## config.mk

```make
export PLATFORM = sky130hd
export DESIGN_NAME = ex_alu
export DESIGN_NICKNAME = d
export VERILOG_FILES = /design/src/mips_ex_pkg.sv /design/src/ex_alu.sv
export SDC_FILE = /design/constraint.sdc
export NUM_CORES = 1
export LEC_CHECK = 0
export ABC_AREA = 1
export BUFFER_PORTS_ARGS = -buffer_cell sky130_fd_sc_hd__buf_2
export CORE_MARGIN = 2
export CORE_UTILIZATION = 50
export DETAILED_ROUTE_END_ITERATION = 6
export GPL_ROUTABILITY_DRIVEN = 0
export PLACE_DENSITY = 0.7
export SETUP_SLACK_MARGIN = 0.4
export SLEW_MARGIN = 20
export SYNTH_ARGS = -nofsm -noshare
export SYNTH_HDL_FRONTEND = slang
export SYNTH_SLANG_ARGS = --single-unit
export TNS_END_PERCENT = 50
```

## constraint.sdc

```tcl
create_clock -name vclk -period 3.1
set_input_delay 0 -clock vclk [all_inputs]
set_output_delay 0 -clock vclk [all_outputs]
set_load 0.02 [all_outputs]
```

## src/mips_ex_pkg.sv

```systemverilog
`default_nettype none

package mips_ex_pkg;

    localparam int REG_W = 32;

    typedef logic [REG_W-1:0]   reg_t;
    typedef logic [2*REG_W-1:0] dreg_t;  // hi:lo
    typedef logic [4:0]         reg_addr_t;

    // opcode values follow the usual openmips numbering
    typedef enum logic [7:0] {
        OP_NOP   = 8'b0000_0000,
        OP_AND   = 8'b0010_0100,
        OP_OR    = 8'b0010_0101,
        OP_XOR   = 8'b0010_0110,
        OP_NOR   = 8'b0010_0111,
        OP_SLL   = 8'b0111_1100,
        OP_SRL   = 8'b0000_0010,
        OP_SRA   = 8'b0000_0011,
        OP_SEB   = 8'b1100_0000,
        OP_SEH   = 8'b1100_0001,
        OP_ADD   = 8'b0010_0000,
        OP_ADDU  = 8'b0010_0001,
        OP_SUB   = 8'b0010_0010,
        OP_SUBU  = 8'b0010_0011,
        OP_SLT   = 8'b0010_1010,
        OP_SLTU  = 8'b0010_1011,
        OP_TEQ   = 8'b0011_0100,
        OP_TNE   = 8'b0011_0110,
        OP_TGE   = 8'b0011_0000,
        OP_TGEU  = 8'b0011_0001,
        OP_TLT   = 8'b0011_0010,
        OP_TLTU  = 8'b0011_0011,
        OP_MFHI  = 8'b0001_0000,
        OP_MTHI  = 8'b0001_0001,
        OP_MFLO  = 8'b0001_0010,
        OP_MTLO  = 8'b0001_0011,
        OP_MULT  = 8'b0001_1000,
        OP_MULTU = 8'b0001_1001,
        OP_MUL   = 8'b1010_1001,
        OP_MADD  = 8'b1010_0110,
        OP_MADDU = 8'b1010_1000,
        OP_MSUB  = 8'b1010_1010,
        OP_MSUBU = 8'b1010_1011,
        OP_DIV   = 8'b0001_1010,
        OP_DIVU  = 8'b0001_1011
    } aluop_t;

    // seb/seh come back as logic results
    typedef enum logic [2:0] {
        RES_NOP   = 3'b000,
        RES_LOGIC = 3'b001,
        RES_SHIFT = 3'b010,
        RES_MOVE  = 3'b011,
        RES_ARITH = 3'b100,
        RES_MUL   = 3'b101
    } alusel_t;

    typedef struct packed {
        logic ov;
        logic trap;
    } exc_t;

endpackage

`default_nettype wire

```

## src/ex_alu.sv

```systemverilog
`timescale 1ns/1ps
`default_nettype none

module ex_alu import mips_ex_pkg::*; (
    input  aluop_t aluop_i,
    input  reg_t   reg1_i,
    input  reg_t   reg2_i,
    output reg_t   res_o,
    output logic   ov_o,
    output logic   trap_o
);

    localparam int MSB = REG_W - 1;

    logic is_sub;
    reg_t opb;
    reg_t sum;
    logic lt_s;
    logic lt_u;

    // subtract path also serves the signed compares
    assign is_sub = aluop_i inside {OP_SUB, OP_SUBU, OP_SLT, OP_TLT, OP_TGE};
    assign opb    = is_sub ? ~reg2_i + 1'b1 : reg2_i;
    assign sum    = reg1_i + opb;

    // equal signs cannot overflow, so the difference sign decides
    assign lt_s = (reg1_i[MSB] && !reg2_i[MSB]) ||
                  ((reg1_i[MSB] == reg2_i[MSB]) && sum[MSB]);
    assign lt_u = reg1_i < reg2_i;

    // effective sign of b is flipped for a - b
    assign ov_o = (aluop_i inside {OP_ADD, OP_SUB}) &&
                  (reg1_i[MSB] == (reg2_i[MSB] ^ is_sub)) &&
                  (sum[MSB] != reg1_i[MSB]);

    always_comb begin
        case (aluop_i)
            OP_OR:   res_o = reg1_i | reg2_i;
            OP_AND:  res_o = reg1_i & reg2_i;
            OP_NOR:  res_o = ~(reg1_i | reg2_i);
            OP_XOR:  res_o = reg1_i ^ reg2_i;
            OP_SLL:  res_o = reg2_i << reg1_i[4:0];
            OP_SRL:  res_o = reg2_i >> reg1_i[4:0];
            OP_SRA:  res_o = reg_t'($signed(reg2_i) >>> reg1_i[4:0]);
            OP_SEB:  res_o = {{(REG_W-8){reg2_i[7]}}, reg2_i[7:0]};
            OP_SEH:  res_o = {{(REG_W-16){reg2_i[15]}}, reg2_i[15:0]};
            OP_ADD, OP_ADDU, OP_SUB, OP_SUBU: begin
                res_o = sum;
            end
            OP_SLT:  res_o = reg_t'(lt_s);
            OP_SLTU: res_o = reg_t'(lt_u);
            default: res_o = '0;
        endcase
    end

    always_comb begin
        case (aluop_i)
            OP_TEQ:  trap_o = reg1_i == reg2_i;
            OP_TNE:  trap_o = reg1_i != reg2_i;
            OP_TGE:  trap_o = !lt_s;
            OP_TGEU: trap_o = !lt_u;
            OP_TLT:  trap_o = lt_s;
            OP_TLTU: trap_o = lt_u;
            default: trap_o = 1'b0;
        endcase
    end

endmodule

`default_nettype wire

```

Yosys cells after proc, flatten, opt, wreduce, memory -nomap -nowiden
Index checks and enable logic that the tools add are counted.

word-level totals
  register bits = 0
  logic and storage cells = 52
  input bits = 72
  output and inout port bits = 34

cells by class
  $add $sub $neg = 2
  equality and inequality tests = 26
  order comparisons = 1
  muxes and demuxes = 3
  reduce and logical (&&, ||, !) cells = 11
  bitwise gates (word level) = 6
  shifts and indexed selects = 3

operators by type and width
  cell                   number
  $pmux 32 s12           1
  $eq 8x6->1 const B     16
  $not 32->32            2
  $add 32x1->32 const B  1
  $add 32x32->32         1
  $and 32x32->32         1
  $eq 32x32->1           1
  $lt 32x32->1           1
  $mux 32                1
  $ne 32x32->1           1
  $or 32x32->32          1
  $shl 32x5->32          1
  $shr 32x5->32          1
  $sshr 32x5->32         1
  $xor 32x32->32         1
  $eq 8x2->1 const B     2
  $eq 8x8->1 const B     2
  $eq 8x7->1 const B     1
  $pmux 1 s6             1
  $reduce_bool 5->1      1
  $logic_and 1x1->1      4
  $reduce_or 4->1        1
  $logic_not 1->1        3
  $eq 1x1->1             2
  4 further kinds        4

Logic depth before layout (Yosys ltp)
  word-level depth = 8
  mapped depth = 26
  mapped depth without buffers = 26

Least setup slack after synthesis
Ideal clock, no wire load.

  kind = input port to output port
  start = in reg2_i[1]
  end = out ov_o
  buffers on the path = 0
  arrival time = 2.777 ns
  required time = 3.100 ns
  cell stages on the path = 23
  setup slack = 0.323 ns
  path through = inv_1 > ha_1 > inv_1 > nor3_1 > inv_1 > nor2_2 > nand4_1 > o21ai_1 > o21a_1 > nand2_1 > xor2_1 > ha_1 > a21oi_1 > nand2_1 > nand2_1 > nand2_1 > a21oi_1 > nand2_1 > inv_1 > nand3_1 > nand3_1 > nand3_1 > nor2_1

on the way
  word-level cells in the longest chain between the ends = 6

ends and longest elaborated chain
  element              line          source
  from (decl)          ex_alu.sv:7   input reg_t reg2_i,
  $not 32->32          ex_alu.sv:23  assign opb = is_sub ? ~reg2_i + 1'b1 : reg2_i;
  $add 32x1->32        ex_alu.sv:23
  $mux 32 *            ex_alu.sv:23
  $add 32x32->32 *     ex_alu.sv:24  assign sum = reg1_i + opb;
  $ne 1x1->1 *         ex_alu.sv:34  (sum[MSB] != reg1_i[MSB]);
  $logic_and 1x1->1 *  ex_alu.sv:33  (reg1_i[MSB] == (reg2_i[MSB] ^ is_sub)) &&
  to (decl)            ex_alu.sv:9   output logic ov_o,

Every way passes the cells marked *; elsewhere a longest branch is shown, timed or not.

Worst setup path in the final report
  start = in reg2_i[0]
  end = out ov_o

Same word-level chain as after synthesis.

==> results.cfg <==
[yosys]
yosysMostFrequentCell = nand2_1
yosys.area.top_type = nand2_1
syn_avg_cell_area_um2 = 5.180
syn_nets = 2051
synth_top_cells_by_count = nand2_1, inv_1, o21ai_0, nor2_1, ha_1
yosysSeqAreaShare_pct = 0
netlist.area_leader.share_pct = 23.78
yosys_warnings = 0
syn_inst = 1850
yosysUniqueCellTypes = 52
syn_area_um2 = 9583
synth_area_leaders = nand2_1, ha_1, o21ai_0, inv_1, nand3_1

[detailed_routing]
postRouteAntennaNets = 0
via_per_inst = 6.238
drt-total-wl_mm = 46.14
drt_first_iter_violations = 2373
dr.pass1.iters = 7
drc = 36
vias = 14290
wl_per_cell_um = 20.15

[worst_setup_path]
cp-end-kind = output port
crit_type = input port to output port
start_kind = input port
crit_required_ps = 3100
crit_fanout = 3
worstPathArrival_ps = 3270

[power_and_ir_drop]
leakage_nw = 6.620
p_comb_share_pct = 100.0
peakVddDrop_v = 0.00008894
p_sw_share_pct = 63.02
p_int_w = 0.0007158
power_density_nw_per_um2 = 152.4
seqPwrFrac_pct = 0
pwr-share-clk_pct = 0
p_switching_w = 0.001220

[sta]
timing.fmax_mhz = 305.9
finalMaxSlewViolations = 0
slew_headroom_pct = 23.65
period_needed_ps = 3269
worst_pin_slew_ps = 1135
hold_violations = 0
period_share_pct = 105.5
setup_ws_ps = -169.3
rsz0062_at_grt = true
setup_viol = 11

[worst_hold_path]
hold_path_depth = 5
hold_start = reg1_i[31]
hold_class = input port to output port
hold_end = ov_o

[floorplanning]
rows = 50
die_width_um = 142.4
dieArea_um2 = 20290
start_util_pct = 51.06
core_um2 = 18770
die_h_um = 142.4
ios = 106

[placed_design]
place_ws_ps = -266.4
dp_cells = 2256
place_hpwl_mm = 33.80
port_buffers = 106

[layout]
drive_gt1_share_pct = 25.73
fin_util_pct = 67.67
n_clock_buffer = 0
final_cells = 2290
area_growth_pct = 32.54
register_area_um2 = 0
diodes = 0
nNetsFinal = 2259
n_sequential_cell = 0

[grt]
grt_usage_pct = 41.54
grt_overflow = 0
grt_pass1_wl_mm = 66.41
grt_start_max_net_pins = 65
grt_pass1_vias = 12500
antenna_found_initial = 1

[flow_run]
maxCapViolations = 0

[run_status]
violations = design-rule violations, negative setup slack
status = finished with violations

[cts]
postCtsHoldBufs = 0
routing by layer:
metal / vias to the layer above / wire [um] / global-route usage [%]
met5: - / 13 / 0
met4: 2 / 3907 / 23.81
met3: 316 / 6443 / 9.354
met2: 1241 / 19060 / 64.95
met1: 6207 / 16720 / 52.37
li1: 6519 / - / -
layout by cell type, fill, tap and decap left out, types with 25 or more instances in the layout:
cell | Yosys | final
buf_2 | 22 | 70
buf_4 | 3 | 167
o21ai_0 | 177 | 151
nand2_1 | 607 | 554
inv_1 | 198 | 180
a21oi_1 | 113 | 86
nand2_2 | 5 | 51
o21ai_1 | 35 | 51
ha_1 | 128 | 114
nand4_1 | 25 | 25
nand3_1 | 119 | 84
xor2_1 | 34 | 28
nand3_2 | 1 | 30
buf_6 | 8 | 38
nor2_2 | 9 | 28
nor2_1 | 150 | 122
area by class of cell:
type,count,area (um2)
multi-input cells,1563,9454
fillers,1667,6067
repair buffers,280,2135
inverters,213,819.5
well taps,234,292.8
worst max path at each step:
stage,slack [ps],depth (start not counted),to,startpoint
floorplan,410,24,res_o[0],reg2_i[1]
global placement,-170,26,trap_o,reg2_i[0]
detailed placement,-270,26,trap_o,reg2_i[0]
CTS,-4,26,trap_o,reg2_i[1]
global route,-300,28,trap_o,reg2_i[0]
finish,-170,27,ov_o,reg2_i[0]
per-stage QoR:
step | hold slack (ps) | setup TNS, ps | power, W | instance area [um2]
2_1_floorplan | 168.4 | 0 | 0.0009307 | 9597
3_3_place_gp | 461.3 | -1143 | 0.001485 | 11120
3_5_place_dp | 460.8 | -2302 | 0.001502 | 11120
4_1_cts | 442.0 | -7.468 | 0.001710 | 12210
5_1_grt | 502.4 | -2200 | 0.002063 | 12700
6_report | 453.8 | -1177 | 0.001935 | 12700
worst max-delay path, cell delays in order:
cell     delay [ps]
buf_8           100
inv_6            50
ha_4            140
inv_4            40
nor3_4          130
inv_2            70
nor2_4          120
nand4_1         260
o21ai_2         270
o21a_1          250
nand2_2          90
xor2_2          190
ha_4            240
nand2_2          80
inv_2            70
nand2_1         100
nand2_2          70
nand2_2          70
nand2_2          60
a21oi_2         150
nand2_2         110
inv_2            90
nand3_2          80
nand3_1          70
nand3_1          80
nor2_2          130
buf_6           120
logic make-up after synthesis:
kind of cell | synth area share (%)
fa+ha+maj | 16.92
mux | 1.462
simple gates | 42.67
buf+inv | 12.27
xor+xnor | 3.108
compound gates | 23.57
power by group through the flow:
stage	registers (W)	logic, W	clock network (W)
finish	0	0.00194	0
floorplan	0	0.000931	0
global route	0	0.00206	0
detailed placement	0	0.00150	0
global placement	0	0.00149	0
CTS	0	0.00171	0
timing repair:
| item | 4_1_cts | 5_1_grt |
|---|---|---|
| setup buffers | 23 | 10 |
| resized for setup | 247 | 106 |
| pin swaps | 85 | 65 |
| cloned | 1 | 0 |
| hold endpoints to repair | 0 | 0 |
| endpoints found under the setup margin | 32 | 33 |
(Power assumes the default switching activity.)
