## src/div_unit.sv

```systemverilog
`timescale 1ns/1ps
`default_nettype none

module div_unit #(
    parameter int DIV_W = 32
) (
    input  logic               clk,
    input  logic               rst,
    input  logic               start_i,
    input  logic               signed_i,
    input  logic [DIV_W-1:0]   a_i,
    input  logic [DIV_W-1:0]   b_i,
    output logic               ready_o,
    output logic [2*DIV_W-1:0] result_o
);

    localparam int CNT_W = $clog2(DIV_W);

    typedef enum logic [1:0] {
        DIV_IDLE,
        DIV_BUSY,
        DIV_DONE
    } div_state_t;

    div_state_t state_q;
    logic [CNT_W-1:0] cnt_q;
    logic [DIV_W-1:0] rem_q;
    logic [DIV_W-1:0] quo_q;  // dividend shifts out, quotient shifts in
    logic [DIV_W-1:0] den_q;
    logic neg_quo_q;
    logic neg_rem_q;
    logic [DIV_W-1:0] a_mag;
    logic [DIV_W-1:0] b_mag;
    logic [DIV_W:0] trial;
    logic [DIV_W-1:0] quo_fix;
    logic [DIV_W-1:0] rem_fix;

    assign a_mag = (signed_i && a_i[DIV_W-1]) ? -a_i : a_i;
    assign b_mag = (signed_i && b_i[DIV_W-1]) ? -b_i : b_i;

    // msb set means the trial subtract borrowed
    assign trial = {rem_q, quo_q[DIV_W-1]} - {1'b0, den_q};

    always_ff @(posedge clk) begin
        if (rst) begin
            state_q <= DIV_IDLE;
            cnt_q   <= '0;
        end else begin
            case (state_q)
                DIV_IDLE: begin
                    if (start_i) begin
                        state_q <= DIV_BUSY;
                        cnt_q   <= '0;
                    end
                end
                DIV_BUSY: begin
                    if (!start_i) begin
                        state_q <= DIV_IDLE;  // cancelled
                    end else if (cnt_q == CNT_W'(DIV_W - 1)) begin
                        state_q <= DIV_DONE;
                    end else begin
                        cnt_q <= cnt_q + 1'b1;
                    end
                end
                DIV_DONE: begin
                    if (!start_i) begin
                        state_q <= DIV_IDLE;
                    end
                end
                default: state_q <= DIV_IDLE;
            endcase
        end
    end

    always_ff @(posedge clk) begin
        if (state_q == DIV_IDLE && start_i) begin
            rem_q     <= '0;
            quo_q     <= a_mag;
            den_q     <= b_mag;
            neg_quo_q <= signed_i && (a_i[DIV_W-1] ^ b_i[DIV_W-1]);
            neg_rem_q <= signed_i && a_i[DIV_W-1];
        end else if (state_q == DIV_BUSY) begin
            if (!trial[DIV_W]) begin
                rem_q <= trial[DIV_W-1:0];
                quo_q <= {quo_q[DIV_W-2:0], 1'b1};
            end else begin
                rem_q <= {rem_q[DIV_W-2:0], quo_q[DIV_W-1]};
                quo_q <= {quo_q[DIV_W-2:0], 1'b0};
            end
        end
    end

    assign quo_fix  = neg_quo_q ? -quo_q : quo_q;
    assign rem_fix  = neg_rem_q ? -rem_q : rem_q;
    assign result_o = {rem_fix, quo_fix};
    assign ready_o  = state_q == DIV_DONE;

    a_ready_pulse: assert property (@(posedge clk) disable iff (rst)
        ready_o |=> !ready_o);

endmodule

`default_nettype wire

```

## config.mk

```make
export PLATFORM = sky130hd
export DESIGN_NAME = div_unit
export DESIGN_NICKNAME = d
export VERILOG_FILES = /design/src/div_unit.sv
export SDC_FILE = /design/constraint.sdc
export NUM_CORES = 1
export LEC_CHECK = 0
export BUFFER_PORTS_ARGS = -buffer_cell sky130_fd_sc_hd__buf_2
export CAP_MARGIN = 10
export CORE_UTILIZATION = 53
export CTS_CLUSTER_DIAMETER = 60
export DETAILED_ROUTE_END_ITERATION = 12
export PLACE_DENSITY = 0.78
export SLEW_MARGIN = 40
export SYNTH_ARGS = -nofsm -noshare
export SYNTH_HDL_FRONTEND = slang
export SYNTH_SLANG_ARGS = --single-unit
```

## constraint.sdc

```tcl
create_clock -name clk -period 3.15 [get_ports clk]
set_input_delay 0.315 -clock clk [delete_from_list [all_inputs] [get_ports clk]]
set_output_delay 0.315 -clock clk [all_outputs]
set_load 0.01 [all_outputs]
```

# After elaboration in Yosys (flattened, before gate mapping)
# Cells that the tools add are included.
# word_totals
ff_bits	105
in_bits	68
output_inout_bits	65
wordCells	48
# op_classes
n_mux	17
addsub	6
n_eq_ne	8
n_reduce_logical	9
n_bitwise	1
# ops
operator	n
$mux 32	7
$neg 32->32	4
$sub 33x32->33	1
$mux 5	3
$pmux 5 s2	1
$mux 2	4
$ne 2x2->1 const B	4
$pmux 2 s3	1
$add 5x1->5 const B	1
$eq 5x5->1 const B	1
$logic_and 1x1->1	4
$reduce_and 4->1	1
$reduce_bool 2->1	2
$ne 3x3->1 const B	1
$reduce_and 3->1	1
$eq 2x1->1 const B	1
$eq 2x2->1 const B	1
$logic_not 2->1	1
$mux 1	1
$xor 1x1->1	1

# Logic depth before layout (Yosys ltp)
# Gate-level depths: netlist of run 1.
# depth
depth_word	4
depth_mapped	12
depth_no_buf	11

# Worst setup path after synthesis of run 1
# No wires, ideal clock.
# synth_path
kind	register to output
startpoint	register quo_q[0]
endpoint	output port result_o[26]
n_path_buf	0
setup_slack_ns	0.076
t_arrival_ns	2.759
path_stages_with_launch	10
t_required_ns	2.835
path_cell_list	edfxtp_1 inv_1 ha_1 nand4b_1 or4_4 or3_4 or3_4 or3_4 o41ai_4 xnor2_1
# synth_between
elab_chain_len	2
# synth_rtl
item	line	source
from (decl)	28	logic [DIV_W-1:0] quo_q;
from (signal assigned)	78	quo_q <= a_mag;
from (signal assigned)	85	quo_q <= {quo_q[DIV_W-2:0], 1'b1};
from (signal assigned)	88	quo_q <= {quo_q[DIV_W-2:0], 1'b0};
$neg 32->32	93	assign quo_fix = neg_quo_q ? -quo_q : quo_q;
$mux 32	93	
to (decl)	14	output logic [2*DIV_W-1:0] result_o
# No other way between the ends.

# Final worst setup path of run 1
# layout_path
startpoint	register quo_q[2]
endpoint	output port result_o[29]
# The elaborated chain is that of the path after synthesis.

==> results.toml, run 1 <==
[run_status]
outcome = "finished, violations left"
violations = "setup timing"

[pwr]
peakVddDrop_v = 0.0003166
powerDensity_nw_per_um2 = 479.7
combPwrFrac = 0.402
p_clk_frac = 0.236
p_leak_nw = 4.267
switchingPower_mw = 1.819
sequentialPowerShare = 0.362
swShare = 0.3652
p_int_mw = 3.163

[die]
die_h_um = 128.7
coreArea_sq_um = 15430
die_w_um = 128.7
die-area_sq_um = 16560
initial_core_util = 0.5514
io_pins = 133
fp-row-count = 45

[logic_synthesis]
synth_top_flop_cell = "edfxtp_1"
synth-edff-count = 66
yosys.cell_types.count = 72
synthTopCellsByArea = "edfxtp_1, xnor2_1, dfxtp_1, o21ai_0, ha_1"
netlist_top_cells_count = "xnor2_1, nand2_1, o21ai_0"
synth_area_leader_cell = "edfxtp_1"
netlist_area_sq_um = 8507
synth.net_count = 1114
syn_inst = 1007
netlist.area_leader.share = 0.2330
yosys_warnings = 0
async_reset_ff_frac = 0
seq_area_frac_synth = 0.3248
syn_avg_cell_area_sq_um = 8.448
synth-seq-cells = 105
synth_most_common_cell = "xnor2_1"

[sta]
slew_headroom = 0.4329
rsz0062_at_grt = "yes"
tightest_slew_ns = 0.8506
setup_viol = 14
final.setup.tns_ns = -4.446
drv_slew = 0
fin_worst_skew_ns = 0.008050
hold_viol = 0
post-route-period-util = 1.162
max_clock_freq_ghz = 0.2732
timing.final.ws_setup_ns = -0.5101
period_needed_ns = 3.660

[setup_path]
timing.rr.start = "quo_q[31]"
cpPeakStageDelay_ns = 0.45
required_ns = 2.83
path_class = "flip-flop to output pin"
worst-path-max-fanout = 4
reg2reg_slack_ns = 0.16
cpMaxStageDelayCell = "or4_4"
crit_path_end_kind = "output pin"
startpoint = "quo_q[2]"
crit_chain = "nor3_2 -> nand3_1 -> or4_4 -> or3_4 -> or3_4 -> or3_4 -> buf_6 -> o41ai_4 -> xnor2_1 -> buf_2"
critPathBufInv = 2
startpoint_type = "flip-flop"
cp_top_family = "simple AND/OR/NAND/NOR gates"
r2r_end = "rem_q[14]"
reg2reg_depth = 15
cpMostUsedCell = "or3_4"
worstPathArrival_ns = 3.35

[worst_hold_path]
hold_end = "cnt_q[4]"
holdPathStages = 2
worstHoldPathType = "input port to flip-flop"
hold_start = "rst"

[grt]
grt_pass1_wl_mm = 36.05
grt-ovfl-total = 0
grt_pass1_vias = 7395
antenna_found_initial = 0
grt_max_degree = 41
grt_usage = 0.2762

[cts]
clock_path_buffers = 2
cts_root_buf = "clkbuf_16"
cts_hold_buf = 0
htreeDepth = 3
cts_tree = "yes"
numCtsBuffers = 9
cts_sinks = 105
clk_latency_ns = 0.36
clkTransAtPathRegs_ns = 0.07

[placed_design]
placed_cell_area_sq_um = 9732
place_ws_ns = -0.1273
portBuffers = 132
hpwl_mm = 16.77
gp_congestion = 0.9261

[routing]
routed_wl_mm = 22.65
drc = 0
drt_pass1_iterations = 5
antenna_left = 0
wire_per_inst_um = 16.20
vias_per_cell = 5.833
num_vias = 8154
drt_iter0_drc = 550

[cells_and_area]
diodes = 0
synthToLayoutAreaGrowth_pct = 22.09
stdcell_area_sq_um = 10390
nets = 1289
drive_above_1_share = 0.2334
fin_util = 0.6732
n_fill_cell = 1252

[flow_run]
max-cap-violations = 0
## per-layer routing
layer	wire length, um	track usage
met5	0	0
met4	607	0.1176
met3	1518	0.03867
met2	10790	0.4633
met1	9733	0.3567
## how the worst max path moves through the flow
stage | to | slack (ns) | cells past startpoint
global route | result_o[31] | -0.61 | 10
finish | result_o[29] | -0.51 | 10
detailed placement | result_o[26] | -0.13 | 10
CTS | result_o[26] | -0.44 | 10
global placement | result_o[29] | -0.09 | 10
floorplan | result_o[26] | 0.08 | 9
## cell families after synthesis
logic type | synth area share
compound gates | 0.2134
buf+inv | 0.04530
flops | 0.3248
fa+ha+maj | 0.05824
xor+xnor | 0.1533
mux | 0.02133
simple gates | 0.1837
## stage by stage
| step | power [mW] | hold slack [ns] | cells |
|---|---|---|---|
| 2_1_floorplan | 3.032 | 0.3841 | 1007 |
| 3_3_place_gp | 3.629 | 0.4442 | 1366 |
| 3_5_place_dp | 3.659 | 0.4530 | 1366 |
| 4_1_cts | 4.852 | 0.2061 | 1390 |
| 5_1_grt | 5.250 | 0.2210 | 1398 |
| 6_report | 4.982 | 0.2118 | 1398 |
## power by group through the flow
stage	clock (mW)	combinational, mW	sequential [mW]
6_report	1.17	2.00	1.80
5_1_grt	1.23	2.20	1.82
4_1_cts	1.17	1.89	1.79
3_5_place_dp	0	1.84	1.82
3_3_place_gp	0	1.82	1.81
2_1_floorplan	0	1.24	1.79
## cell type report
cell class	instances	area, sq um	area share
inverter	56	210.2	0.02024
timing repair buffer	207	1289	0.1241
multi-input combinational	803	5555	0.5349
clock inverter	7	80.08	0.007710
sequential	105	2763	0.2660
tap	211	264.0	0.02542
clock buffer	9	225.2	0.02168
## cell usage in the layout, fill, tap and decap left out, drive strengths merged, types with 22 or more instances in the layout
cell type	instances
inv	56
xnor2	115
buf	206
o31ai	27
nand3	24
xor2	33
o21ai	107
dfxtp	39
edfxtp	66
nand2	107
ha	38
a21oi	73
nor3	22
nor2	60
## what timing repair did
item | CTS | global route
pin swaps | 6 | 5
setup buffers | 8 | 7
gates resized for setup | 18 | 29
endpoints found under the setup margin | 19 | 56
cloned | 0 | 1
## flip-flops by register name, indices dropped and copies added (netlist names)
| signal | count |
|---|---|
| rem_q | 32 |
| neg_rem_q | 1 |
| quo_q | 32 |
| den_q | 32 |
| state_q | 2 |
| cnt_q | 5 |
| neg_quo_q | 1 |
No activity file was read; power rests on OpenSTA's default activity.
==> run 2, diff against run 1 <==
--- a/config.mk
+++ b/config.mk
@@ -11,6 +11,7 @@
 export CTS_CLUSTER_DIAMETER = 60
 export DETAILED_ROUTE_END_ITERATION = 12
 export PLACE_DENSITY = 0.78
+export RECOVER_POWER = 25
 export SLEW_MARGIN = 40
 export SYNTH_ARGS = -nofsm -noshare
 export SYNTH_HDL_FRONTEND = slang
==> results.toml, run 2 (synthesis results as in run 1) <==
[pwr]
p_total_mw = 4.983
peakVddDrop_v = 0.0003138
p_leak_nw = 4.254
powerDensity_nw_per_um2 = 480.1

[cells_and_area]
nets = 1289
final_common_cell = "buf_2"
diodes = 0
synthToLayoutAreaGrowth_pct = 22.02
seqCellArea_sq_um = 2763
fin_util = 0.6728
stdcell_area_sq_um = 10380
drive_above_1_share = 0.2291
finalNonFillerCells = 1398
top_regs = "den_q (32), quo_q (32), rem_q (32)"
multi_input_area_sq_um = 5554
final_cell_mix = "buf_2, xnor2_1, nand2_1"
n_fill_cell = 1257

[die]
io_pins = 133
die_w_um = 128.7
initial_core_util = 0.5514
coreArea_sq_um = 15430
fp-row-count = 45
die_h_um = 128.7
die-area_sq_um = 16560

[cts]
cts_tree = "yes"
clkTransAtPathRegs_ns = 0.07
cts_sinks = 105
clk_latency_ns = 0.36
cts_root_buf = "clkbuf_16"
numCtsBuffers = 9
htreeDepth = 3
clock_path_buffers = 2
cts_hold_buf = 0

[routing]
drt_iter0_drc = 555
vias_per_cell = 5.852
drc = 0
wire_per_inst_um = 16.23
antenna_left = 0
drt_pass1_iterations = 7
num_vias = 8181
routed_wl_mm = 22.69

[sta]
setup_viol = 14
whs_ns = 0.2115
timing.final.ws_setup_ns = -0.5290
max_clock_freq_ghz = 0.2718
tightest_slew_ns = 1.220
fin_worst_skew_ns = 0.007208
period_needed_ns = 3.679
post-route-period-util = 1.168
hold_viol = 0
drv_slew = 0
rsz0062_at_grt = "yes"
slew_headroom = 0.1863

[setup_path]
required_ns = 2.83
startpoint_type = "flip-flop"
worstPathArrival_ns = 3.36
crit_path_end_kind = "output pin"
path_class = "flip-flop to output pin"
worst-path-max-fanout = 3
reg2reg_slack_ns = 0.16

[grt]
grt_pass1_vias = 7395
grt_pass1_wl_mm = 36.05
grt_max_degree = 41
grt-ovfl-total = 0
grt_usage = 0.2762
antenna_found_initial = 0

[placed_design]
placed_cell_area_sq_um = 9732
gp_congestion = 0.9261
numPlacedInstances = 1366
portBuffers = 132
hpwl_mm = 16.77

[run_status]
violations = "setup timing"
outcome = "finished, violations left"

[worst_hold_path]
worstHoldPathType = "input port to flip-flop"

[flow_run]
max-cap-violations = 0
[run 2: cell count changes in the layout (fill, tap and decap cells not counted)]
cell / delta
clkbuf_1: +4
and2_2: -1
buf_2: -4
and2_0: +1
[run 2: layer usage]
metal  share of wire  GRT usage
met5               0          0
met4           0.026     0.1176
met3           0.066    0.03867
met2            0.48     0.4633
met1            0.43     0.3567
[run 2: metrics by stage]
step / setup WS (ns) / TNS, ns
2_1_floorplan: 0.07649 / 0
3_3_place_gp: -0.08896 / -0.4878
3_5_place_dp: -0.1273 / -0.8639
4_1_cts: -0.4396 / -3.719
5_1_grt: -0.6135 / -5.834
6_report: -0.5290 / -4.626
[run 2: cell type report]
| cell class | instances | area share |
|---|---|---|
| Clock buffer | 9 | 0.02170 |
| Clock inverter | 7 | 0.007715 |
| Inverter | 56 | 0.02025 |
| Multi-Input combinational cell | 803 | 0.5351 |
| Sequential cell | 105 | 0.2662 |
| Tap cell | 211 | 0.02543 |
| Timing Repair Buffer | 207 | 0.1237 |
[run 2: path summary, 6_finish.rpt]
kind                   from           end  cells past startpoint
hold / removal          rst      cnt_q[4]                      2
hold reg to reg    cnt_q[4]      cnt_q[4]                      2
setup reg to reg  quo_q[31]     rem_q[14]                     15
setup / recovery   quo_q[2]  result_o[31]                     10
[run 2: timing repair]
| action | CTS | global route |
|---|---|---|
| buffers inserted | 8 | 7 |
| endpoints found under the hold margin | 0 | 0 |
| pin swaps | 6 | 5 |
| cloned | 0 | 1 |
| endpoints found under the setup margin | 19 | 56 |
| resized for setup | 18 | 29 |
[run 2: critical path, cell delays in order, from the launching register on]
cell and delay [ns]:
edfxtp_1 0.43, nor3_2 0.29, nand3_1 0.16, or4_4 0.45, or3_4 0.35, or3_4 0.34
or3_4 0.34, o31ai_2 0.19, buf_4 0.17, xnor2_2 0.11, buf_2 0.17
[run 2: report_power, final]
group	internal, mW	leakage [nW]	total (mW)	switching, mW
Combinational	0.905	3.13	2.01	1.10
Sequential	1.63	0.974	1.80	0.172
Clock	0.626	0.149	1.17	0.548
Total	3.16	4.25	4.98	1.82
