$ cat src/mips_ex_pkg.sv
`default_nettype none

package mips_ex_pkg;

    localparam int REG_W = 32;

    typedef logic [REG_W-1:0]   reg_t;
    typedef logic [2*REG_W-1:0] dreg_t;  // hi:lo
    typedef logic [4:0]         reg_addr_t;

    // opcode values follow the usual openmips numbering
    typedef enum logic [7:0] {
        OP_NOP   = 8'b0000_0000,
        OP_AND   = 8'b0010_0100,
        OP_OR    = 8'b0010_0101,
        OP_XOR   = 8'b0010_0110,
        OP_NOR   = 8'b0010_0111,
        OP_SLL   = 8'b0111_1100,
        OP_SRL   = 8'b0000_0010,
        OP_SRA   = 8'b0000_0011,
        OP_SEB   = 8'b1100_0000,
        OP_SEH   = 8'b1100_0001,
        OP_ADD   = 8'b0010_0000,
        OP_ADDU  = 8'b0010_0001,
        OP_SUB   = 8'b0010_0010,
        OP_SUBU  = 8'b0010_0011,
        OP_SLT   = 8'b0010_1010,
        OP_SLTU  = 8'b0010_1011,
        OP_TEQ   = 8'b0011_0100,
        OP_TNE   = 8'b0011_0110,
        OP_TGE   = 8'b0011_0000,
        OP_TGEU  = 8'b0011_0001,
        OP_TLT   = 8'b0011_0010,
        OP_TLTU  = 8'b0011_0011,
        OP_MFHI  = 8'b0001_0000,
        OP_MTHI  = 8'b0001_0001,
        OP_MFLO  = 8'b0001_0010,
        OP_MTLO  = 8'b0001_0011,
        OP_MULT  = 8'b0001_1000,
        OP_MULTU = 8'b0001_1001,
        OP_MUL   = 8'b1010_1001,
        OP_MADD  = 8'b1010_0110,
        OP_MADDU = 8'b1010_1000,
        OP_MSUB  = 8'b1010_1010,
        OP_MSUBU = 8'b1010_1011,
        OP_DIV   = 8'b0001_1010,
        OP_DIVU  = 8'b0001_1011
    } aluop_t;

    // seb/seh come back as logic results
    typedef enum logic [2:0] {
        RES_NOP   = 3'b000,
        RES_LOGIC = 3'b001,
        RES_SHIFT = 3'b010,
        RES_MOVE  = 3'b011,
        RES_ARITH = 3'b100,
        RES_MUL   = 3'b101
    } alusel_t;

    typedef struct packed {
        logic ov;
        logic trap;
    } exc_t;

endpackage

`default_nettype wire

$ cat src/ex_writeback_sel.sv
`timescale 1ns/1ps
`default_nettype none

module ex_writeback_sel import mips_ex_pkg::*; (
    input  alusel_t   alusel_i,
    input  reg_addr_t wd_i,
    input  logic      wreg_i,
    input  reg_t      alu_res_i,
    input  reg_t      mul_lo_i,
    input  reg_t      hilo_word_i,
    input  logic      ov_i,
    input  logic      trap_i,
    input  logic      md_stall_i,
    output reg_addr_t wd_o,
    output logic      wreg_o,
    output reg_t      wdata_o,
    output exc_t      except_o,
    output logic      stallreq_o
);

    always_comb begin
        case (alusel_i)
            RES_LOGIC, RES_SHIFT, RES_ARITH: begin
                wdata_o = alu_res_i;
            end
            RES_MOVE: wdata_o = hilo_word_i;  // mfhi/mflo
            RES_MUL:  wdata_o = mul_lo_i;
            default:  wdata_o = '0;
        endcase
    end

    assign wd_o = wd_i;

    // overflowed add/sub must not reach the register file
    assign wreg_o = wreg_i && !ov_i && !md_stall_i;

    assign except_o   = '{ov: ov_i, trap: trap_i};
    assign stallreq_o = md_stall_i;

endmodule

`default_nettype wire

$ cat config.mk
export PLATFORM = sky130hd
export DESIGN_NAME = ex_writeback_sel
export DESIGN_NICKNAME = d
export VERILOG_FILES = /design/src/mips_ex_pkg.sv /design/src/ex_writeback_sel.sv
export SDC_FILE = /design/constraint.sdc
export NUM_CORES = 1
export LEC_CHECK = 0
export ABC_AREA = 1
export BUFFER_PORTS_ARGS = -buffer_cell sky130_fd_sc_hd__buf_2
export CAP_MARGIN = 20
export CORE_MARGIN = 2
export CORE_UTILIZATION = 33
export DETAILED_ROUTE_END_ITERATION = 10
export PLACE_DENSITY = 0.89
export SETUP_SLACK_MARGIN = 0.2
export SYNTH_ARGS = -nofsm -noshare
export SYNTH_HDL_FRONTEND = slang
export SYNTH_SLANG_ARGS = --single-unit
$ cat constraint.sdc
create_clock -name vclk -period 1
set_input_delay 0.05 -clock vclk [all_inputs]
set_output_delay 0.05 -clock vclk [all_outputs]
set_load 0.05 [all_outputs]
Word level (Yosys, flattened, before mapping)
Index checks and enable logic that the tools add are counted.
- flip-flop bits (word level): 0
- output and inout bits: 41
- input port bits: 108
- logic and storage cells: 11
- mux-type cells: 1
- reductions and logical operators: 5
- equality and inequality tests: 5
- operators by type and width (cell ; count):
    32-bit one-hot mux with 3 select lines ; 1
    3-bit by 2-bit equality test with 1-bit output (second input constant) ; 2
    3-bit equality test (second input constant) ; 2
    3-bit by 1-bit equality test with 1-bit output (second input constant) ; 1
    3-bit OR reduction ; 1
    1-bit logical AND ; 2
    1-bit zero test ; 2

Logic depth before layout (Yosys ltp)
Gate-level depths: netlist (run 1).
- depth after elaboration: 3
- depth in mapped cells: 8
- depth with buffers taken out: 6

Worst setup path after synthesis (run 1)
No wires, ideal clock.
- path kind: input to output
- from: input port ov_i
- to: output port wreg_o
- cell stages on the path: 1
- path buffers: 0
- data required time: 0.950 ns
- setup slack: -0.258 ns
- arrival time: 1.208 ns
- path through: nor3b_1
- longest elaborated chain between the ends: 3
- ends and longest elaborated chain (element ; RTL line ; source):
    start: declaration ; ex_writeback_sel.sv:11 ; input logic ov_i,
    1-bit zero test ; ex_writeback_sel.sv:35 ; assign wreg_o = wreg_i && !ov_i && !md_stall_i;
    1-bit logical AND (2 in series) ; ex_writeback_sel.sv:35 ;
    end: declaration ; ex_writeback_sel.sv:15 ; output logic wreg_o,
Every way passes these cells.

Final worst setup path (run 1)
- from: input port alusel_i[0]
- to: output port wdata_o[24]
- longest elaborated chain between the ends: 3
- elaborated cells on any way between the ends: 7
- classes of those cells: 5 x eq/ne; 1 x mux; 1 x reduce/logical
- ends and longest elaborated chain (element ; RTL line ; source):
    start: declaration ; ex_writeback_sel.sv:5 ; input alusel_t alusel_i,
    3-bit by 1-bit equality test with 1-bit output, or another cell as far along ; ex_writeback_sel.sv:22 ; case (alusel_i)
    3-bit OR reduction ; ex_writeback_sel.sv:22 ;
    32-bit one-hot mux with 3 select lines (*) ; ex_writeback_sel.sv:22 ;
    end: declaration ; ex_writeback_sel.sv:16 ; output reg_t wdata_o,
Mark *: on every way between the ends. The rest lies on a longest branch, timed or not.

==> impl_results.md, run 1 <==
* Synth Warn # at 0
* CP Class: in2out
* Most common cell after layout, fill and taps aside: buf_2
* Max cap viols at 0
* Actual slew at the worst max-slew pin at 253.3 ps
* Ranking of synthesized cells by area: nand2_1 33%, nand4_1 18%, nand3_1 15%, inv_1 12%, buf_4 8.9%
* Netlist cell types at 13
* Final wirelength at about 7400 um
* Fin crit share at 110.4%
* Failing checks: setup timing
* Vias at 2,216
* Rows at 20
* FF+latch area at 0 um2
* WP data arrival at 1050 ps
* Seq Cell Count at 0
* Residual DRC count at 0
* Mapped Area at 1097 um2
* Crit-path max FO at 8
* Critical Path Source Type: primary input
* Post-CTS Setup Inserts at 0
* Final-report hold violation count at 0
* Largest net degree at the start of global routing at 33
* Number of global-route vias before repair at 2,130
* Nets at 463
* Syn_area_per_cell at 4.792 um2
* Slew Viols, Final at 0
* Total power at 1.916 mW
* Status: complete, but fails checks
* Global Route Usage Sum at 32.28%
* Initial DRT Pass Iterations at 5
* DPL Wire Length at between 3000 and 4000 um
* CLK BUF at 0
* Synth area leader: nand2_1
* Core Footprint at about 3100 um2
* Rel. slew slack at between 80% and 90%
* Sequential fraction of the synthesis area at 0%
* Area delta synth->final at 160.5%
* Synth Instances at between 200 and 250
* Share of post-route cells with drive strength above 1 at around 76%
* Worst VDD drop at 531.8 uV
* First-pass GRT wire length at 9280 um
* Initial DRC Count at 148
* # IOs at ~150
* Setup crit end kind: output pin
* Routed WL per cell at around 19 um
* Post-Syn Nets at 337
* Die Ht at 61.67 um
* Most frequent cells in the layout: 102 x buf_2, 38 x nand2_1, 32 x nand4_1, 32 x buf_8, 30 x nand2_4
* Remaining global-route overflow at 0
* Yosys top cell area share at 33.18%
* Accumulated negative setup slack at -1387 ps
* Pwr dens at 670.3 nW/um2
* Initial Utilization at roughly 35%
* Chip width at around 62 um
* Die Area at 3803 um2
* Post-DR vias/cell at 5.582
* Lkg Pwr at around 1.5 nW
* Diode count at 0
* Max Freq at 905.7 MHz
* CP Data Required Time at 950 ps
* Port bufs at approximately 140
* Final ANT Viol Nets at 0
* Initial antenna violation count at 0
* Final setup vio count at 30
* Placer congestion estimate at 0.7623
* RSZ-0062 raised after global routing: true
* Hold Path Class: in2out
* Final Critical Period at 1104 ps
* Final worst slack at -104.1 ps
synthesized netlist by cell type (all sizes together):
library cell / number
nor2: 2
buf: 28
nand2: 99
nand3: 32
inv: 34
nand4: 32
o21ai: 1
nor3b: 1
critical path, stage by stage:
cell       delay, ps
buf_12           120
nor2_4           110
nand2_2           70
nand2_4          150
clkbuf_16        190
nand3_1          120
nand2_4           90
buf_8            140
final cells by class:
class	count	area, um2
timing repair buffer	152	1324
tap	44	55.05
fill	129	244.0
inverter	34	133.9
multi-input combinational	167	1346
final timing paths:
check / slack [ps] / cells after the start / start / endpoint
max: -100 / 8 / alusel_i[0] / wdata_o[24]
min: 100 / 0 / wd_i[0] / wd_o[0]
kinds of logic (layout without fill, tap and decap cells):
logic type,count (synthesis),count (layout),share of synthesized area [%]
compound gates,1,1,0.4557
buf+inv,62,186,29.08
simple gates,166,166,70.47
where the power goes:
| part | internal (mW) | leakage (nW) | switching [mW] |
|---|---|---|---|
| clock network | 0 | 0 | 0 |
| registers | 0 | 0 | 0 |
| logic | 0.799 | 1.48 | 1.12 |
| total | 0.799 | 1.48 | 1.12 |
layer usage:
metal  share of wire [%]  global-route usage (%)  up-vias
met5                   0                       0        -
met4                 5.0                   15.20        0
met3                 8.3                   6.513       45
met2                  54                   63.91      164
met1                  32                   31.18     1031
li1                    -                       -      976
stage by stage:
step | cell area (um2) | setup slack (ps) | util (%) | cells | hold slack, ps
after floorplan | 1450 | 117.6 | - | 229 | 201.5
after global placement | 2126 | -140.3 | 68.51 | 392 | 100.3
after detailed placement | 2126 | -185.5 | 68.51 | 392 | 100.3
after CTS | 2636 | 6.154 | 84.96 | 394 | 100.3
after global routing | 2859 | -141.6 | 92.14 | 397 | 100.1
final | 2859 | -104.1 | 92.14 | 397 | 100.0
what timing repair did:
action,4_1_cts,5_1_grt
gates cloned,2,3
hold buffers,0,0
endpoints found under the setup margin,32,32
pin swaps,4,10
resized for setup,146,49
(Power assumes the default switching activity.)
==> inputs of run 2 (changes only) <==
CORE_UTILIZATION = 35   (was 33)
PLACE_DENSITY = 0.94   (was 0.89)
clock period = 1.33 ns   (was 1 ns; I/O delays follow)
==> run 2 against run 1 <==
  * The run now ends clean
  * Power fell by 46%
  * Worst hold slack better by 33 ps
  * Sequential cell count did not move
  * Clock-buffer cell count unchanged
  * Critical path depth rose by 1
  * Non-clock buffer count down 1
  * First-iteration DRC count shrank 8.1%
  * Largest cell class is now buffers
  * Highest routed layer unchanged
==> impl_results.md, run 2 (same netlist as run 1, synthesis figures left out) <==
* Area after DPL at approximately 1800 um2
* Setup crit end kind: output pin
* Diode count at 0
* Actual slew at the worst max-slew pin at about 250 ps
* Post-route insts no fill at 396
* Critical path endpoint: wdata_o[5]
* Accumulated negative setup slack at 0 ps
* CLK BUF at 0
* Max Freq at 897.5 MHz
* Hold slack at roughly 130 ps
* Placement Setup Slack at 191.5 ps
* Most frequent cells in the layout: 103 x buf_2, 96 x nand2_1, 34 x inv_1, 32 x nand3_1, 32 x nand4_1
* Initial antenna violation count at 0
* Final wirelength at between 4000 and 5000 um
* Final setup vio count at 0
* Top Family by Delay on Critical Path: buffers and inverters
* Global Route Usage Sum at 22.29%
* Cells after DPL at 393
* Die Ht at 59.99 um
* Area delta synth->final at 86.43%
* Slew Viols, Final at 0
* Crit path cell chain: buf_2, nand2_4, nor2_8, buf_12, nand2_1, nand2_1, inv_1, nand2_1, clkbuf_4
* Post-DR vias/cell at 4.980
* Final Critical Period at 1114 ps
* Final worst slack at 215.8 ps
* CP Class: in2out
* Port bufs at 137
* Share of post-route cells with drive strength above 1 at approximately 45%
* Initial DRT Pass Iterations at 6
* WP depth at 9
* Routed WL per cell at about 12 um
* Worst path bufs/invs at 4
* Remaining global-route overflow at 0
* Max cap viols at 0
* Total power at between 1 and 1.5 mW
* Nets at 462
* Rel. slew slack at 83.54%
* Design Area, Final at 2046 um2
* Initial Utilization at 36.24%
* CP Data Required Time at approximately 1300 ps
* Critical Path Source Type: primary input
* Die Area at 3599 um2
* Hold Path Class: in2out
* Post-CTS Setup Inserts at 0
* Rows at 20
* DPL Wire Length at 3403 um
* CP most frequent cell: nand2_1
* Pwr dens at about 500 nW/um2
* Chip width at 59.99 um
* Number of global-route vias before repair at between 1,500 and 2,000
* Fin crit share at 83.77%
* Most common cell after layout, fill and taps aside: buf_2
* WP data arrival at approximately 1100 ps
* Slowest CP cell: clkbuf_4
* Critical path launch point: alusel_i[1]
* Placer congestion estimate at 0.7450
* FF+latch area at 0 um2
* First-pass GRT wire length at 6513 um
* Status: completed
* Vias at 1,972
* Core Footprint at 3028 um2
* Cts hold-fix bufs at 0
* Largest net degree at the start of global routing at 33
* Slowest stage delay, CP at 230 ps
* RSZ-0062 raised after global routing: true
* Initial DRC Count at 136
* Worst VDD drop at 304.5 uV
* Crit-path max FO at 14
* Seq Cell Count at 0
* Final-report hold violation count at 0
* # IOs at about 150
* Residual DRC count at 0
* Final ANT Viol Nets at 0
* Final core utilization at between 60 and 70%
* Lkg Pwr at approximately 1.3 nW
==> run 2: worst min path at each step <==
stage	end	start	cells past startpoint	slack, ps
after floorplan	wreg_o	md_stall_i	1	230
after global placement	except_o[0]	trap_i	0	130
after detailed placement	except_o[0]	trap_i	0	130
after CTS	except_o[0]	trap_i	0	130
after global routing	wd_o[2]	wd_i[2]	0	130
final	wd_o[0]	wd_i[0]	0	130
==> run 2: repair_timing <==
action / CTS / global route
cloned: 0 / 3
pin swaps: 0 / 1
setup endpoints to repair: 3 / 32
gates resized for setup: 3 / 84
==> run 2: area by class of cell <==
cell class                 instances  area (um2)
tap                               44       55.05
timing repair buffer             151        1066
fill                             276       982.2
inverter                          34       127.6
multi-input combinational        167       797.0
==> run 2: where the power goes <==
part / internal (mW) / leakage (nW) / total [mW] / switching (mW)
logic: 0.398 / 1.29 / 1.03 / 0.632
clock network: 0 / 0 / 0 / 0
registers: 0 / 0 / 0 / 0
==> run 2: metal layers <==
metal  vias up  GRT usage [%]  wire (um)
met5         -              0          0
met4         0          1.270         65
met3        10          1.732        401
met2       112          44.10       2518
met1       875          26.77       1785
li1        975              -          -
==> inputs of run 3 (changes only) <==
CORE_UTILIZATION = 33   (was 35)
PLACE_DENSITY = 0.89   (was 0.94)
clock period = 1.1 ns   (was 1.33 ns; I/O delays follow)
==> run 3 against run 2 <==
  * The run now ends with setup timing left
  * Critical path type unchanged
  * Worst hold slack worse by 23 ps
  * Power up 73%
  * Routed wire length up 75%
  * Final area up 43%
==> impl_results.md, run 3 (same netlist as run 1, synthesis figures left out) <==
* Post-DR vias/cell at 5.985
* Max Freq at 907.9 MHz
* DPL Wire Length at around 3700 um
* CP Class: in2out
* Cts hold-fix bufs at 0
* Worst VDD drop at 384.5 uV
* Hold slack at around 110 ps
* # IOs at 149
* Final wirelength at between 8000 and 9000 um
* Initial Utilization at 35.36%
* WP data arrival at 1050 ps
* Setup crit end kind: output pin
* Nets at 470
* Port bufs at 137
* Final worst slack at -1.455 ps
* Most common cell after layout, fill and taps aside: buf_2
* Most frequent cells in the layout: 102 x buf_2, 41 x nand2_2, 32 x nand4_1, 32 x buf_8, 31 x nand2_4
* First-pass GRT wire length at about 8600 um
* Vias at 2,418
* Critical path launch point: alusel_i[1]
* CP Data Required Time at 1040 ps
* Failing checks: setup timing
* Chip width at 61.67 um
* Share of post-route cells with drive strength above 1 at 82.78%
* Die Ht at 61.67 um
* Final ANT Viol Nets at 0
* Diode count at 0
* Slew Viols, Final at 0
* RSZ-0062 raised after global routing: true
* Residual DRC count at 0
* Die Area at 3803 um2
* Routed WL per cell at a little over 20 um
* Initial DRC Count at around 240
* Cells after DPL at around 400
* Lkg Pwr at roughly 1.5 nW
* Global Route Usage Sum at 29.38%
* Largest net degree at the start of global routing at 22
* Fin crit share at 100.1%
* Critical Path Source Type: primary input
* Seq Cell Count at 0
* Max cap viols at 0
* Remaining global-route overflow at 0
* Crit-path max FO at 7
* FF+latch area at 0 um2
* Area delta synth->final at 166.4%
* Final setup vio count at 1
* Initial antenna violation count at 0
* Placer congestion estimate at between 0.8 and 0.9
* Pwr dens at 609.7 nW/um2
* Number of global-route vias before repair at 2,024
* Core Footprint at 3103 um2
* Rel. slew slack at 81.23%
* CLK BUF at 0
* Critical path endpoint: wdata_o[17]
* Post-route insts no fill at 404
* Final Critical Period at around 1100 ps
* Initial DRT Pass Iterations at 5
* Actual slew at the worst max-slew pin at 281.5 ps
* Hold Path Class: in2out
* Status: complete, but fails checks
* Final-report hold violation count at 0
* Rows at 20
run 3: changes by cell type in the layout (fill, tap and decap cells not counted), sizes merged:
cell and change:
buf +10, clkbuf -2
run 3: area by class of cell:
type,instances,area (um2)
fillers,98,180.2
multi-input cells,167,1383
well taps,44,55.05
inverters,34,127.6
repair buffers,159,1358
run 3: report_power, final:
| group | switching (mW) | total (mW) | leakage, nW | internal [mW] |
|---|---|---|---|---|
| combinational | 1.04 | 1.78 | 1.50 | 0.737 |
| clock | 0 | 0 | 0 | 0 |
| sequential | 0 | 0 | 0 | 0 |
run 3: worst min-delay path by stage:
stage,depth (start not counted),from,endpoint
after floorplan,1,md_stall_i,wreg_o
after global placement,0,trap_i,except_o[0]
after detailed placement,0,trap_i,except_o[0]
after CTS,0,trap_i,except_o[0]
after global routing,0,wd_i[3],wd_o[3]
final,0,wd_i[0],wd_o[0]
run 3: timing repair:
item                       4_1_cts  5_1_grt
cloned                           1        4
setup endpoints to repair       32       32
pin swaps                        1       11
buffers inserted                 0        2
gates resized for setup        100      127
run 3: critical path, stage by stage:
cell and delay (ps):
buf_12 100, nand2_8 70, nor2_8 220, buf_12 160
nand2_1 60, nand2_1 110, inv_2 70, nand2_4 70
buf_8 140
run 3: routing by layer:
| layer | wire length, um | GRT usage (%) | share of wire, % | vias up |
|---|---|---|---|---|
| met1 | 2622 | 33.04 | 31 | 1100 |
| met3 | 886 | 2.941 | 11 | 80 |
| met4 | 643 | 8.815 | 7.7 | 0 |
| met2 | 4181 | 57.14 | 50 | 245 |
| met5 | 0 | 0 | 0 | - |
| li1 | - | - | - | 993 |
run 3: stage by stage:
step | setup TNS, ps | total power, mW | instance area [um2] | utilization [%] | setup WS [ps]
floorplan | 0 | 0.8825 | 1333 | - | 204.3
global placement | -211.7 | 1.165 | 2057 | 66.29 | -17.66
detailed placement | -1144 | 1.183 | 2057 | 66.29 | -62.56
CTS | 0 | 1.451 | 2436 | 78.51 | 42.39
global route | -238.0 | 1.835 | 2923 | 94.19 | -91.71
finish | -1.455 | 1.782 | 2923 | 94.19 | -1.455
